$ cat config.mk
export PLATFORM = sky130hd
export DESIGN_NAME = transfer_ctrl_flat
export DESIGN_NICKNAME = d
export VERILOG_FILES = /design/src/cpu_dma_pkg.sv /design/src/dma_wr_if.sv /design/src/transfer_ctrl.sv /design/src/flat_wrapper.sv
export SDC_FILE = /design/constraint.sdc
export NUM_CORES = 1
export LEC_CHECK = 0
export BUFFER_PORTS_ARGS = -buffer_cell sky130_fd_sc_hd__buf_2
export CAP_MARGIN = 15
export CORE_AREA = 8 8 573 575
export CTS_BUF_LIST = sky130_fd_sc_hd__clkbuf_4
export DETAILED_ROUTE_END_ITERATION = 12
export DIE_AREA = 0 0 581 583
export SYNTH_ARGS = -nofsm -noshare
export SYNTH_HDL_FRONTEND = slang
export SYNTH_SLANG_ARGS = --single-unit
$ cat constraint.sdc
create_clock -name clk -period 23 [get_ports clk]
set_clock_uncertainty 0.2 [all_clocks]
set_input_delay 2.3 -clock clk [delete_from_list [all_inputs] [get_ports clk]]
set_output_delay 2.3 -clock clk [all_outputs]
set_load 0.05 [all_outputs]
$ cat src/cpu_dma_pkg.sv
package cpu_dma_pkg;

    // flit and ring geometry
    localparam int FLIT_BITS      = 512;
    localparam int FLIT_BYTES     = 64;
    localparam int RB_AWIDTH      = 16;
    localparam int QID_WIDTH      = 9;
    localparam int PKT_SIZE_WIDTH = 16;

    typedef logic [RB_AWIDTH-1:0] rb_ptr_t;
    typedef logic [RB_AWIDTH:0]   rb_size_t;
    typedef logic [QID_WIDTH-1:0] qid_t;

    // bus burst count of at most 15 flits
    typedef logic [3:0] burst_t;

    typedef struct packed {
        logic                 sop;
        logic                 eop;
        logic [FLIT_BITS-1:0] data;
    } flit_t;

    // one descriptor per packet, size counted in flits
    typedef struct packed {
        qid_t                      pkt_queue_id;
        qid_t                      dsc_queue_id;
        logic [PKT_SIZE_WIDTH-1:0] size;
    } pkt_desc_t;

    // completion descriptor written to the CPU descriptor ring
    // tail is the packet ring tail after the packet, zero extended
    typedef struct packed {
        logic                                signal;
        logic [31:0]                         tail;
        qid_t                                queue_id;
        logic [FLIT_BITS-33-QID_WIDTH-1:0]   pad;
    } cpl_desc_t;

endpackage
$ cat src/dma_wr_if.sv
`timescale 1ns/100ps

interface dma_wr_if;
    import cpu_dma_pkg::*;

    logic                 valid;
    logic                 ready;
    logic [63:0]          address;
    burst_t               burstcount;
    logic [FLIT_BITS-1:0] writedata;
    // marks the beat that opens a burst
    logic                 first;

    modport source (
        output valid,
        output address,
        output burstcount,
        output writedata,
        output first,
        input  ready
    );

    modport sink (
        input  valid,
        input  address,
        input  burstcount,
        input  writedata,
        input  first,
        output ready
    );

endinterface

$ cat src/transfer_ctrl.sv
`timescale 1ns/100ps

module transfer_ctrl #(
    parameter int MAX_BURST = 8
) (
    input  logic                    clk,
    input  logic                    reset,

    // input buffers
    input  cpu_dma_pkg::flit_t      pkt_head_flit,
    input  cpu_dma_pkg::rb_size_t   pkt_occup,
    input  cpu_dma_pkg::pkt_desc_t  desc_head,
    input  cpu_dma_pkg::rb_size_t   desc_occup,
    output logic                    pkt_rd_en,
    output logic                    desc_rd_en,

    // queue table
    input  logic                    queue_ready,
    input  cpu_dma_pkg::rb_ptr_t    in_dsc_head,
    input  cpu_dma_pkg::rb_ptr_t    in_dsc_tail,
    input  logic [63:0]             in_dsc_buf_addr,
    input  cpu_dma_pkg::rb_ptr_t    in_pkt_head,
    input  cpu_dma_pkg::rb_ptr_t    in_pkt_tail,
    input  logic [63:0]             in_pkt_buf_addr,
    input  logic                    in_pkt_q_needs_dsc,
    input  cpu_dma_pkg::rb_size_t   pkt_rb_size,
    input  cpu_dma_pkg::rb_size_t   dsc_rb_size,
    output logic                    queue_rd_en,
    output cpu_dma_pkg::qid_t       rd_pkt_queue,
    output cpu_dma_pkg::qid_t       rd_dsc_queue,
    output logic                    tail_wr_en,
    output cpu_dma_pkg::qid_t       wr_pkt_queue,
    output cpu_dma_pkg::qid_t       wr_dsc_queue,
    output cpu_dma_pkg::rb_ptr_t    out_pkt_tail,
    output cpu_dma_pkg::rb_ptr_t    out_dsc_tail,

    // write beats towards the bus master
    dma_wr_if.source                req
);
    import cpu_dma_pkg::*;

    typedef enum logic [2:0] {
        st_idle,
        st_fetch_wait,
        st_burst_start,
        st_burst_cont,
        st_desc
    } state_t;

    state_t                    state;
    pkt_desc_t                 cur_desc;
    rb_ptr_t                   pkt_head;
    rb_ptr_t                   pkt_tail;
    rb_ptr_t                   dsc_head;
    rb_ptr_t                   dsc_tail;
    logic [63:0]               pkt_buf_addr;
    logic [63:0]               dsc_buf_addr;
    logic                      needs_dsc;
    logic [PKT_SIZE_WIDTH-1:0] missing;
    burst_t                    burst_left;

    rb_ptr_t                   pkt_free;
    rb_ptr_t                   dsc_free;
    logic                      space_ok;
    rb_size_t                  slots_to_end;
    logic [PKT_SIZE_WIDTH-1:0] len_w;
    burst_t                    burst_len;
    cpl_desc_t                 cpl;
    logic                      pkt_beat;
    logic                      beat_acc;

    // free slots with wraparound, one slot always stays empty
    function automatic rb_ptr_t free_slots(rb_ptr_t head, rb_ptr_t tail, rb_size_t size);
        if (tail >= head) begin
            return rb_ptr_t'(size - rb_size_t'(tail) + rb_size_t'(head) - 1'b1);
        end
        return head - tail - 1'b1;
    endfunction

    function automatic rb_ptr_t ptr_inc(rb_ptr_t ptr, rb_size_t size);
        if (rb_size_t'(ptr) + 1'b1 >= size) begin
            return '0;
        end
        return ptr + 1'b1;
    endfunction

    assign pkt_free = free_slots(pkt_head, pkt_tail, pkt_rb_size);
    assign dsc_free = free_slots(dsc_head, dsc_tail, dsc_rb_size);
    assign space_ok = (pkt_free >= missing) && (dsc_free != 0);

    // burst length is bounded by the packet, MAX_BURST and the ring end
    always_comb begin
        slots_to_end = pkt_rb_size - rb_size_t'(pkt_tail);
        len_w = missing;
        if (len_w > MAX_BURST) begin
            len_w = PKT_SIZE_WIDTH'(MAX_BURST);
        end
        if (rb_size_t'(len_w) > slots_to_end) begin
            len_w = slots_to_end[PKT_SIZE_WIDTH-1:0];
        end
        burst_len = burst_t'(len_w);
    end

    always_comb begin
        cpl          = '0;
        cpl.signal   = 1'b1;
        cpl.tail     = 32'(pkt_tail);
        cpl.queue_id = cur_desc.pkt_queue_id;

        req.valid      = 1'b0;
        req.first      = 1'b0;
        req.address    = pkt_buf_addr + 64'(pkt_tail) * 64'(FLIT_BYTES);
        req.burstcount = burst_len;
        req.writedata  = pkt_head_flit.data;
        case (state)
            st_burst_start: begin
                req.valid = space_ok && (pkt_occup != 0);
                req.first = 1'b1;
            end
            st_burst_cont: begin
                req.valid = (pkt_occup != 0);
            end
            st_desc: begin
                req.valid      = needs_dsc;
                req.first      = 1'b1;
                req.address    = dsc_buf_addr + 64'(dsc_tail) * 64'(FLIT_BYTES);
                req.burstcount = burst_t'(1);
                req.writedata  = cpl;
            end
            default: begin
            end
        endcase
    end

    assign beat_acc   = req.valid && req.ready;
    assign pkt_beat   = (state == st_burst_start) || (state == st_burst_cont);
    // one flit leaves the buffer per accepted packet beat
    assign pkt_rd_en  = beat_acc && pkt_beat;
    assign desc_rd_en = (state == st_idle) && (desc_occup != 0) && (pkt_occup != 0);

    always_ff @(posedge clk) begin
        if (reset) begin
            state       <= st_idle;
            queue_rd_en <= 1'b0;
            tail_wr_en  <= 1'b0;
        end else begin
            queue_rd_en <= 1'b0;
            tail_wr_en  <= 1'b0;
            case (state)
                st_idle: begin
                    if (desc_rd_en) begin
                        cur_desc     <= desc_head;
                        missing      <= desc_head.size;
                        rd_pkt_queue <= desc_head.pkt_queue_id;
                        rd_dsc_queue <= desc_head.dsc_queue_id;
                        queue_rd_en  <= 1'b1;
                        state        <= st_fetch_wait;
                    end
                end
                st_fetch_wait: begin
                    if (queue_ready) begin
                        pkt_head     <= in_pkt_head;
                        pkt_tail     <= in_pkt_tail;
                        pkt_buf_addr <= in_pkt_buf_addr;
                        dsc_head     <= in_dsc_head;
                        dsc_tail     <= in_dsc_tail;
                        dsc_buf_addr <= in_dsc_buf_addr;
                        needs_dsc    <= in_pkt_q_needs_dsc;
                        state        <= st_burst_start;
                    end
                end
                st_burst_start: begin
                    if (!space_ok) begin
                        // ring full, ask again for fresh heads
                        rd_pkt_queue <= cur_desc.pkt_queue_id;
                        rd_dsc_queue <= cur_desc.dsc_queue_id;
                        queue_rd_en  <= 1'b1;
                        state        <= st_fetch_wait;
                    end else if (beat_acc) begin
                        pkt_tail   <= ptr_inc(pkt_tail, pkt_rb_size);
                        missing    <= missing - 1'b1;
                        burst_left <= burst_len - 1'b1;
                        if (missing == 1) begin
                            state <= st_desc;
                        end else if (burst_len != 1) begin
                            state <= st_burst_cont;
                        end
                    end
                end
                st_burst_cont: begin
                    if (beat_acc) begin
                        pkt_tail   <= ptr_inc(pkt_tail, pkt_rb_size);
                        missing    <= missing - 1'b1;
                        burst_left <= burst_left - 1'b1;
                        if (missing == 1) begin
                            state <= st_desc;
                        end else if (burst_left == 1) begin
                            state <= st_burst_start;
                        end
                    end
                end
                st_desc: begin
                    if (beat_acc || !needs_dsc) begin
                        out_pkt_tail <= pkt_tail;
                        out_dsc_tail <= needs_dsc ? ptr_inc(dsc_tail, dsc_rb_size) : dsc_tail;
                        wr_pkt_queue <= cur_desc.pkt_queue_id;
                        wr_dsc_queue <= cur_desc.dsc_queue_id;
                        tail_wr_en   <= 1'b1;
                        state        <= st_idle;
                    end
                end
                default: state <= st_idle;
            endcase
        end
    end

    // flit framing in the packet buffer must agree with the descriptor size
    a_first_sop: assert property (@(posedge clk) disable iff (reset)
        pkt_rd_en && (missing == cur_desc.size) |-> pkt_head_flit.sop);
    a_last_eop: assert property (@(posedge clk) disable iff (reset)
        pkt_rd_en && (missing == 1) |-> pkt_head_flit.eop);

endmodule

$ cat src/flat_wrapper.sv
// flat-port wrapper written by rule: the top's interface ports become plain ports
module transfer_ctrl_flat import cpu_dma_pkg::*;
#(
    parameter int MAX_BURST = 8
)
  (clk, reset, pkt_head_flit, pkt_occup, desc_head, desc_occup, pkt_rd_en, desc_rd_en, queue_ready, in_dsc_head, in_dsc_tail, in_dsc_buf_addr, in_pkt_head, in_pkt_tail, in_pkt_buf_addr, in_pkt_q_needs_dsc, pkt_rb_size, dsc_rb_size, queue_rd_en, rd_pkt_queue, rd_dsc_queue, tail_wr_en, wr_pkt_queue, wr_dsc_queue, out_pkt_tail, out_dsc_tail, req_valid, req_address, req_burstcount, req_writedata, req_first, req_ready);
  dma_wr_if req_i ();
  input  logic clk;
  input  logic reset;
  input  cpu_dma_pkg::flit_t pkt_head_flit;
  input  cpu_dma_pkg::rb_size_t pkt_occup;
  input  cpu_dma_pkg::pkt_desc_t desc_head;
  input  cpu_dma_pkg::rb_size_t desc_occup;
  output logic pkt_rd_en;
  output logic desc_rd_en;
  input  logic queue_ready;
  input  cpu_dma_pkg::rb_ptr_t in_dsc_head;
  input  cpu_dma_pkg::rb_ptr_t in_dsc_tail;
  input  logic [63:0] in_dsc_buf_addr;
  input  cpu_dma_pkg::rb_ptr_t in_pkt_head;
  input  cpu_dma_pkg::rb_ptr_t in_pkt_tail;
  input  logic [63:0] in_pkt_buf_addr;
  input  logic in_pkt_q_needs_dsc;
  input  cpu_dma_pkg::rb_size_t pkt_rb_size;
  input  cpu_dma_pkg::rb_size_t dsc_rb_size;
  output logic queue_rd_en;
  output cpu_dma_pkg::qid_t rd_pkt_queue;
  output cpu_dma_pkg::qid_t rd_dsc_queue;
  output logic tail_wr_en;
  output cpu_dma_pkg::qid_t wr_pkt_queue;
  output cpu_dma_pkg::qid_t wr_dsc_queue;
  output cpu_dma_pkg::rb_ptr_t out_pkt_tail;
  output cpu_dma_pkg::rb_ptr_t out_dsc_tail;
  output wire logic [$bits(req_i.valid)-1:0] req_valid;
  output wire logic [$bits(req_i.address)-1:0] req_address;
  output wire logic [$bits(req_i.burstcount)-1:0] req_burstcount;
  output wire logic [$bits(req_i.writedata)-1:0] req_writedata;
  output wire logic [$bits(req_i.first)-1:0] req_first;
  input wire logic [$bits(req_i.ready)-1:0] req_ready;
  assign req_valid = req_i.valid;
  assign req_address = req_i.address;
  assign req_burstcount = req_i.burstcount;
  assign req_writedata = req_i.writedata;
  assign req_first = req_i.first;
  assign req_i.ready = req_ready;
  transfer_ctrl #(.MAX_BURST(MAX_BURST)) u_core (.clk(clk), .reset(reset), .pkt_head_flit(pkt_head_flit), .pkt_occup(pkt_occup), .desc_head(desc_head), .desc_occup(desc_occup), .pkt_rd_en(pkt_rd_en), .desc_rd_en(desc_rd_en), .queue_ready(queue_ready), .in_dsc_head(in_dsc_head), .in_dsc_tail(in_dsc_tail), .in_dsc_buf_addr(in_dsc_buf_addr), .in_pkt_head(in_pkt_head), .in_pkt_tail(in_pkt_tail), .in_pkt_buf_addr(in_pkt_buf_addr), .in_pkt_q_needs_dsc(in_pkt_q_needs_dsc), .pkt_rb_size(pkt_rb_size), .dsc_rb_size(dsc_rb_size), .queue_rd_en(queue_rd_en), .rd_pkt_queue(rd_pkt_queue), .rd_dsc_queue(rd_dsc_queue), .tail_wr_en(tail_wr_en), .wr_pkt_queue(wr_pkt_queue), .wr_dsc_queue(wr_dsc_queue), .out_pkt_tail(out_pkt_tail), .out_dsc_tail(out_dsc_tail), .req(req_i));
endmodule
Yosys cells after proc, flatten, opt, wreduce, memory -nomap -nowiden. Cells that the tools add are included.

Register bits: 304. Input port bits: 813. Output and inout bits: 654. Logic and storage cells: 156.

Add/sub/neg operators: 19. Magnitude comparators: 7. Eq/ne operators: 17. Mux-type cells: 64. Bitwise logic cells: 2. Reduce and logical (&&, ||, !) cells: 27.

Operators by type and width (count): two-way mux 512 bit (1); two-way mux 16 bit (18); adder 64 x 22 -> 64 bit (2); one-hot mux 16 bit (3 select lines) (2); subtractor 16 x 1 -> 16 bit, second input constant (5); two-way mux 64 bit (1); >= comparator 16 bit (3); subtractor 16 bit (3); two-way mux 9 bit (4); one-hot mux 9 bit (2 select lines) (2); adder 16 x 1 -> 17 bit, second input constant (2); >= comparator 17 bit (2); nonzero test 17 bit (2); adder 16 x 1 -> 16 bit, second input constant (2); adder 16 bit (2); two-way mux 3 bit (10); two-way mux 4 bit (5); greater-than comparator 16 x 17 -> 1 bit (1); two-way mux 1 bit (17); subtractor 17 x 16 -> 17 bit (1); == test 16 x 1 -> 1 bit, second input constant (1); greater-than comparator 16 x 4 -> 1 bit, second input constant (1); nonzero test 16 bit (1); one-hot mux 3 bit (5 select lines) (1); 26 further kinds (47).

Depth between registers and ports, before layout. Gate-level depths: netlist (run 1).

Depth in word-level cells: 18. Gate-level depth with buffers: 33. Mapped depth without buffers: 33.

Worst setup path before layout (run 1). Ideal clock, no wire load.

Kind: input-to-reg. Start: in reset. End: reg u_core.dsc_buf_addr[0] (enable). Library setup time: 1147 ps. Data arrival time: 18981 ps. Data required time: 21653 ps. Slack: 2672 ps. Stages: 2. Buffers on the path: 1. Path through: buf_4 -> nor4_1.

Longest elaborated chain between the ends: 2.

Ends and longest elaborated chain: from (decl) (RTL line flat_wrapper.sv:9) `input logic reset;`; inverter 1 bit (no line); AND reduction 3 bit (no line); to (signal assigned) (RTL line transfer_ctrl.sv:167) `dsc_buf_addr <= in_dsc_buf_addr;`; to (decl) (RTL line transfer_ctrl.sv:57) `logic [63:0] dsc_buf_addr;`.

No other way between the ends. A chain may end at the register's enable or synchronous reset.

Final worst setup path (run 1).
Start: in pkt_rb_size[0]. End: out pkt_rd_en.

Longest elaborated chain between the ends: 11.

Ends and longest elaborated chain: from (decl) (RTL line flat_wrapper.sv:24) `input cpu_dma_pkg::rb_size_t pkt_rb_size;`; subtractor 17 x 16 -> 17 bit; adder 16 bit (RTL line transfer_ctrl.sv:75) `return rb_ptr_t'(size - rb_size_t'(tail) + rb_size_t'(head) - 1'b1);`; subtractor 16 x 1 -> 16 bit (RTL line transfer_ctrl.sv:75); two-way mux 16 bit (RTL line transfer_ctrl.sv:74) `if (tail >= head) begin`; two-way mux 16 bit (RTL line transfer_ctrl.sv:77) `return head - tail - 1'b1;`; >= comparator 16 bit (RTL line transfer_ctrl.sv:89) `assign space_ok = (pkt_free >= missing) && (dsc_free != 0);`; logical AND 1 bit (RTL line transfer_ctrl.sv:89); logical AND 1 bit (RTL line transfer_ctrl.sv:117) `req.valid = space_ok && (pkt_occup != 0);`; one-hot mux 1 bit (3 select lines) (RTL line transfer_ctrl.sv:115) `case (state)`; logical AND 1 bit (RTL line transfer_ctrl.sv:135) `assign beat_acc = req.valid && req.ready;`; logical AND 1 bit (RTL line transfer_ctrl.sv:138) `assign pkt_rd_en = beat_acc && pkt_beat;`; to (decl) (RTL line flat_wrapper.sv:14) `output logic pkt_rd_en;`.

No other way between the ends. The select of a mux whose other input is x is not followed.

==> qor.csv, run 1 <==
stage;metric;value;unit
run_status;outcome;finished clean;
critical_path;most numerous cell on the critical path;inv_1;
clocking;# clock sinks;304;
yosys;post-synth cell types;92;
hold_path;hold_sp;u_core.cur_desc[22];
clocking;Clock Tree Buf Depth;3;
final_layout;Final nets;5329;
sta;Setup violations, final;0;
yosys;Area contributors post-synth;edfxtp_1 35%, and2_1 12%, ha_1 11%, xnor2_1 4.6%, nand2_1 3.5%;
route;wire length on met3;34.24;mm
critical_path;critical path's largest stage delay;590;ps
yosys;YS warnings;0;
placed_design;IO Port Bufs;1464;
clocking;worst-skew pair later-pin latency;940;ps
sta;Max Fclk;86.08;MHz
floorplan;DIE AREA;338700;sq um
clocking;CTS tree;yes;
floorplan;Rows;208;
sta;RSZ-0062 raised after global routing;false;
yosys;Mean Syn Cell Area;9.118;sq um
global_route;GRT Util Overall;0.1610;
route;initial DRC count;1996;
hold_path;Hold Path Depth;0;
clocking;setup repair bufs after CTS;0;
route;drt wl/cell;33.23;microns
floorplan;Core ar.;319300;sq um
critical_path;kind of end point of the critical path;output pin;
floorplan;Die Wd;581;microns
final_layout;share of cells above drive strength 1;0.3886;
sta;total negative setup slack;0;ps
critical_path;Slowest cell on crit path;o41ai_1;
route;Via density;3.270;
yosys;post-synth design cell area;25390;sq um
route;met2 WL post-DR;161.8;mm
sta;final slew viol count;0;
clocking;total CTS buffers;83;
final_layout;post-route cell area;39350;sq um
route;Routed met1 length;76.06;mm
yosys;Seq/Total Area, Yosys;0.3576;
sta;final hold vios;0;
yosys;post-synth top area cell;edfxtp_1;
route;Top Layer Used;met5;
final_layout;area grow syn2layout;55.02;%
clocking;Max H-tree Level;3;
route;Detail Route Antenna Nets;0;
yosys;synthesized instance count;2784;
yosys;post-synthesis register bit count;304;
route;Residual DRC;0;
sta;Tcrit/Tclk final;0.5051;
placed_design;DP Area;37840;sq um
sta;Period minus WS final;11620;ps
floorplan;# IOs;1467;
critical_path;reg-to-reg startpoint;u_core.pkt_tail[1];
critical_path;Setup crit start kind;input pin;
yosys;post-synth top area share;0.3537;
placed_design;GPL Wtd Cong;0.9635;
sta;Max-slew headroom;0.2438;
critical_path;crit path DAT;9120;ps
yosys;number of flops mapped to enable cells by yosys;299;
route;Vias;28310;
global_route;first-pass GRT wire length;342.0;mm
power_and_ir_drop;P per Cell Area;70.28;nW/um^2
yosys;Main synth FF type;edfxtp_1;
sta;Min Hold Slack;269.9;ps
floorplan;Initial Utilization;0.07950;
global_route;vias in the first global route;27070;
sta;slew of the pin with the lowest slew margin;1131;ps
final_layout;fillers;37080;
global_route;initial antenna violation count;291;
clocking;CTS clk-pin slew, worst paths;80;ps
power_and_ir_drop;maximum vdd drop;0.00003959;V
power_and_ir_drop;Pleak;16.87;nW
critical_path;Crit Path Category;in2out;
global_route;pin count of the biggest net entering global routing;108;
floorplan;Die H;583;microns
hold_path;hold crit path type;reg2reg;
placed_design;Final HPWL DP;264.3;mm
clocking;post-cts resize count;0;
critical_path;Data required, critical path;20500;ps
critical_path;Setup crit start;pkt_rb_size[0];
clocking;clock root cell;clkbuf_4;
global_route;total gr overflow;0;
power_and_ir_drop;Tot Pwr;2.766;mW
critical_path;worst-path maximum fanout;5;
route;Post-Route WL;287.7;mm
clocking;hold_buf cts;0;
critical_path;reg2reg path depth;30;
run;max_cap viols;0;
yosys;FFs w/ async S/R, synth;0;
route;Initial DRT Pass Iterations;5;
==> layout by cell type (no fill, tap or decap), types with 10 or more instances in the layout <==
cell | synthesis | layout
buf_2 | 0 | 1464
nor2b_1 | 21 | 21
xnor2_1 | 132 | 132
o22ai_1 | 14 | 13
xor2_1 | 65 | 65
nor4_1 | 25 | 24
diode_2 | 0 | 128
o21ai_0 | 132 | 132
edfxtp_1 | 299 | 299
mux2i_1 | 33 | 33
buf_4 | 4 | 32
fa_1 | 22 | 22
nand3_1 | 62 | 62
ha_1 | 225 | 225
nor3_1 | 55 | 53
or3_1 | 10 | 10
clkinv_1 | 0 | 21
nand2b_1 | 30 | 30
inv_1 | 229 | 229
nor2_1 | 138 | 136
mux2_2 | 22 | 22
o21a_1 | 28 | 28
and2_1 | 499 | 499
nand4_1 | 26 | 26
a211oi_1 | 13 | 13
a21o_1 | 56 | 56
a31oi_1 | 18 | 17
nand2_1 | 235 | 234
conb_1 | 1 | 10
a21oi_1 | 111 | 111
and3_1 | 32 | 32
clkbuf_4 | 0 | 105
==> logic make-up (layout without fill, tap and decap cells) <==
logic type / after synthesis / after routing / synth area share
XOR/XNOR: 197 / 197 / 0.06797
AND/OR/NAND/NOR: 1173 / 1173 / 0.2492
other: 1 / 138 / 0.0001477
flip-flops: 304 / 304 / 0.3576
multiplexers: 55 / 55 / 0.02277
AO/OA/AOI/OAI: 473 / 473 / 0.1222
buffers and inverters: 334 / 1872 / 0.05185
adder cells (fa/ha/maj): 247 / 247 / 0.1282
==> critical path, delay by kind of cell <==
| family | cells | cell delay [ps] |
|---|---|---|
| multiplexers | 1 | 280 |
| XOR/XNOR | 2 | 260 |
| adder cells (fa/ha/maj) | 6 | 1940 |
| AND/OR/NAND/NOR | 7 | 1230 |
| buffers and inverters | 8 | 900 |
| AO/OA/AOI/OAI | 9 | 2180 |
==> path summary, 6_finish.rpt <==
check | end | slack, ps
max reg2reg | u_core.pkt_tail[1] | 14720
min reg2reg | u_core.wr_dsc_queue[6] | 270
min | u_core.wr_dsc_queue[6] | 270
max | pkt_rd_en | 11380
==> state kept, by name, summed over array words and instances, names as in the netlist, 16 cells and up <==
name / cells
u_core.dsc_buf_addr: 64
u_core.pkt_buf_addr: 64
u_core.dsc_head: 16
u_core.dsc_tail: 16
u_core.missing: 16
u_core.out_dsc_tail: 16
u_core.out_pkt_tail: 16
u_core.pkt_head: 16
u_core.pkt_tail: 16
==> per-stage QoR <==
step	utilization	cells	setup WS, ps
2_1_floorplan	-	2793	2672
3_3_place_gp	0.1185	8383	11220
3_5_place_dp	0.1185	8383	11270
4_1_cts	0.1222	8530	11230
5_1_grt	0.1230	8632	10850
6_report	0.1232	8659	11380
==> per-layer routing <==
metal,vias up,track usage
met5,-,0
met4,82,0.06644
met3,598,0.08550
met2,1658,0.3295
met1,13200,0.1216
li1,12770,-
==> power breakdown <==
group	internal, mW	switching (mW)	leakage [nW]
logic	0.429	0.980	13.4
clock network	0.299	0.286	0.674
registers	0.702	0.0702	2.77
total	1.43	1.34	16.9
==> final cells by class <==
| type | count | area [sq um] | share of cell area |
|---|---|---|---|
| Antenna cell | 128 | 320.3 | 0.008140 |
| Clock buffer | 105 | 788.3 | 0.02003 |
| Multi-Input combinational cell | 2155 | 15090 | 0.3834 |
| Sequential cell | 304 | 9079 | 0.2307 |
| Inverter | 229 | 859.6 | 0.02184 |
| Tap cell | 4200 | 5255 | 0.1335 |
| Clock inverter | 42 | 394.1 | 0.01002 |
| Timing Repair Buffer | 1496 | 7567 | 0.1923 |
==> synth_stat cells, types with 55 or more instances <==
master and instances:
and2_1 499, edfxtp_1 299, nand2_1 235, inv_1 229
ha_1 225, nor2_1 138, o21ai_0 132, xnor2_1 132
a21oi_1 111, clkbuf_1 93, xor2_1 65, nand3_1 62
a21o_1 56, nor3_1 55
Power figures use the tool's default switching activity.
==> inputs of run 2 (changes only) <==
==> constraint.sdc (replaced) <==
create_clock -name clk -period 10 [get_ports clk]
set_clock_uncertainty 0.2 [all_clocks]
set_input_delay 1 -clock clk [delete_from_list [all_inputs] [get_ports clk]]
set_output_delay 1 -clock clk [all_outputs]
set_load 0.05 [all_outputs]
==> qor.csv, run 2 (synthesis results as in run 1) <==
stage;metric;value;unit;change
final_layout;fillers;36740;;-0.91%
placed_design;Final HPWL DP;271.9;mm;+2.9%
placed_design;GPL Wtd Cong;0.9637;;about the same
sta;Max Fclk;109.1;MHz;
route;initial DRC count;1955;;-2.1%
floorplan;DIE AREA;338700;sq um;unchanged
critical_path;Data required, critical path;8800;ps;-11700 ps
clocking;Max H-tree Level;3;;unchanged
floorplan;Die H;583;microns;unchanged
floorplan;Core ar.;319300;sq um;unchanged
clocking;clock root cell;clkbuf_4;;
sta;Tcrit/Tclk final;0.9162;;
power_and_ir_drop;switching pwr;3.104;mW;+130%
critical_path;critical path's largest stage delay;550;ps;-40 ps
power_and_ir_drop;Switching Share;0.4866;;+0.003537
run_status;outcome;finished clean;;
critical_path;family with the most delay on the worst path;compound AO/OA/AOI/OAI gates;;
power_and_ir_drop;Clock power frac;0.198;;-0.013
global_route;first-pass GRT wire length;355.1;mm;+3.8%
final_layout;commonest non-fill, non-tap cell in the layout;buf_2;;
clocking;post-cts resize count;0;;unchanged
sta;final hold vios;0;;unchanged
power_and_ir_drop;Logic pwr share;0.526;;+0.017
floorplan;# IOs;1467;;unchanged
final_layout;Finished Layout Cells;8834;;+2.0%
floorplan;Rows;208;;unchanged
critical_path;CP bufs+invs;3;;-5
hold_path;hold crit path type;in2reg;;
route;Via density;3.328;;+1.8%
global_route;total gr overflow;0;;unchanged
global_route;initial antenna violation count;317;;+8.9%
placed_design;IO Port Bufs;1464;;unchanged
placed_design;dpl cells;8378;;-0.060%
power_and_ir_drop;Pleak;17.66;nW;+4.7%
power_and_ir_drop;Tot Pwr;6.379;mW;+130%
route;Residual DRC;0;;unchanged
critical_path;Crit Path Category;reg2out;;
global_route;pin count of the biggest net entering global routing;179;;+66%
critical_path;kind of end point of the critical path;output pin;;
power_and_ir_drop;Seq pwr share;0.276;;-0.003
final_layout;most frequent cells in the layout;1464 x buf_2, 499 x and2_1, 299 x edfxtp_1;;
final_layout;Multi-input gate area;15120;sq um;+0.23%
sta;Max-slew headroom;0.2346;;-0.009121
sta;RSZ-0062 raised after global routing;false;;
critical_path;Setup crit start kind;register;;
power_and_ir_drop;Int Pwr;3.275;mW;+130%
sta;Setup violations, final;0;;unchanged
sta;slew of the pin with the lowest slew margin;1146;ps;+14.88 ps
route;Detail Route Antenna Nets;0;;unchanged
final_layout;area grow syn2layout;62.51;%;
sta;Period minus WS final;9162;ps;
route;Initial DRT Pass Iterations;5;;unchanged
critical_path;Slowest cell on crit path;edfxtp_1;;
floorplan;Initial Utilization;0.07950;;unchanged
final_layout;Final nets;5525;;+3.7%
floorplan;Die Wd;581;microns;unchanged
sta;total negative setup slack;0;ps;unchanged
run;max_cap viols;0;;unchanged
route;Post-Route WL;296.1;mm;+2.9%
route;drt wl/cell;33.52;microns;+0.87%
route;Vias;29400;;+3.8%
critical_path;worst-path maximum fanout;9;;+4
final_layout;Top Registers;u_core.dsc_buf_addr (64), u_core.pkt_buf_addr (64);;
final_layout;share of cells above drive strength 1;0.3709;;-0.01774
final_layout;Final Util;0.1292;;+0.005960
sta;final slew viol count;0;;unchanged
global_route;GRT Util Overall;0.1661;;+0.005135
final_layout;register area;9079;sq um;unchanged
global_route;vias in the first global route;28710;;+6.1%
power_and_ir_drop;P per Cell Area;154.6;nW/um^2;+120%
clocking;worst-skew pair later-pin latency;960;ps;+20 ps
clocking;# clock sinks;304;;unchanged
clocking;total CTS buffers;83;;unchanged
clocking;CTS tree;yes;;
critical_path;crit path DAT;7960;ps;-1160 ps
clocking;CTS clk-pin slew, worst paths;70;ps;about the same
power_and_ir_drop;maximum vdd drop;0.0001322;V;+230%
clocking;Clock Tree Buf Depth;3;;unchanged
==> run 2: changes by cell type in the layout (fill, tap and decap cells not counted), sizes merged <==
cell / delta
dlygate4sd3: +202
diode: -16
bufinv: -2
buf: -6
clkinv: -3
==> run 2: per-stage QoR <==
stage	setup slack [ps]	area (sq um)	hold WS, ps
final	837.6	41250	160.2
after global routing	85.96	41180	38.15
after CTS	734.3	40970	0.8178
after detailed placement	1500	37850	231.4
after global placement	1530	37850	226.5
after floorplan	1944	25430	220.4
==> run 2: final timing paths <==
path / start / endpoint / slack [ps] / cells past startpoint
setup reg to reg: u_core.pkt_tail[1] / u_core.pkt_tail[13] / 2090 / 32
hold / removal: desc_head[13] / u_core.missing[13] / 160 / 3
hold reg to reg: u_core.cur_desc[23] / u_core.wr_dsc_queue[7] / 250 / 0
setup / recovery: u_core.pkt_tail[1] / req_valid / 840 / 32
==> run 2: power groups by stage <==
stage	sequential, mW	clock, mW	combinational [mW]
after floorplan	1.81	0	1.96
after global placement	1.78	0	3.32
after detailed placement	1.78	0	3.33
after CTS	1.76	1.31	3.43
after global routing	1.77	1.36	3.62
final	1.76	1.26	3.36
==> run 2: timing repair <==
action	in CTS	in global routing
endpoints found under the hold margin	202	0
hold buffers	202	0
buffers inserted	0	0
==> run 2: area by class of cell <==
cell class,count,share of cell area
multi-input cells,2155,0.3666
inverters,229,0.02084
diodes,112,0.006794
flip-flops and latches,304,0.2201
clock buffers,105,0.01911
clock inverters,37,0.007582
well taps,4200,0.1274
repair buffers,1692,0.2317
==> run 2: tightest hold or removal path, stage by stage <==
cell     delay [ps]
buf_2            70
nand2_1          60
o21ai_0          70
==> run 2: layer usage <==
| layer | routed length (microns) | GRT usage | share of wire |
|---|---|---|---|
| met5 | 598 | 0 | 0.0020 |
| met4 | 15410 | 0.06680 | 0.052 |
| met3 | 32910 | 0.07894 | 0.11 |
| met2 | 156600 | 0.3209 | 0.53 |
| met1 | 90570 | 0.1469 | 0.31 |
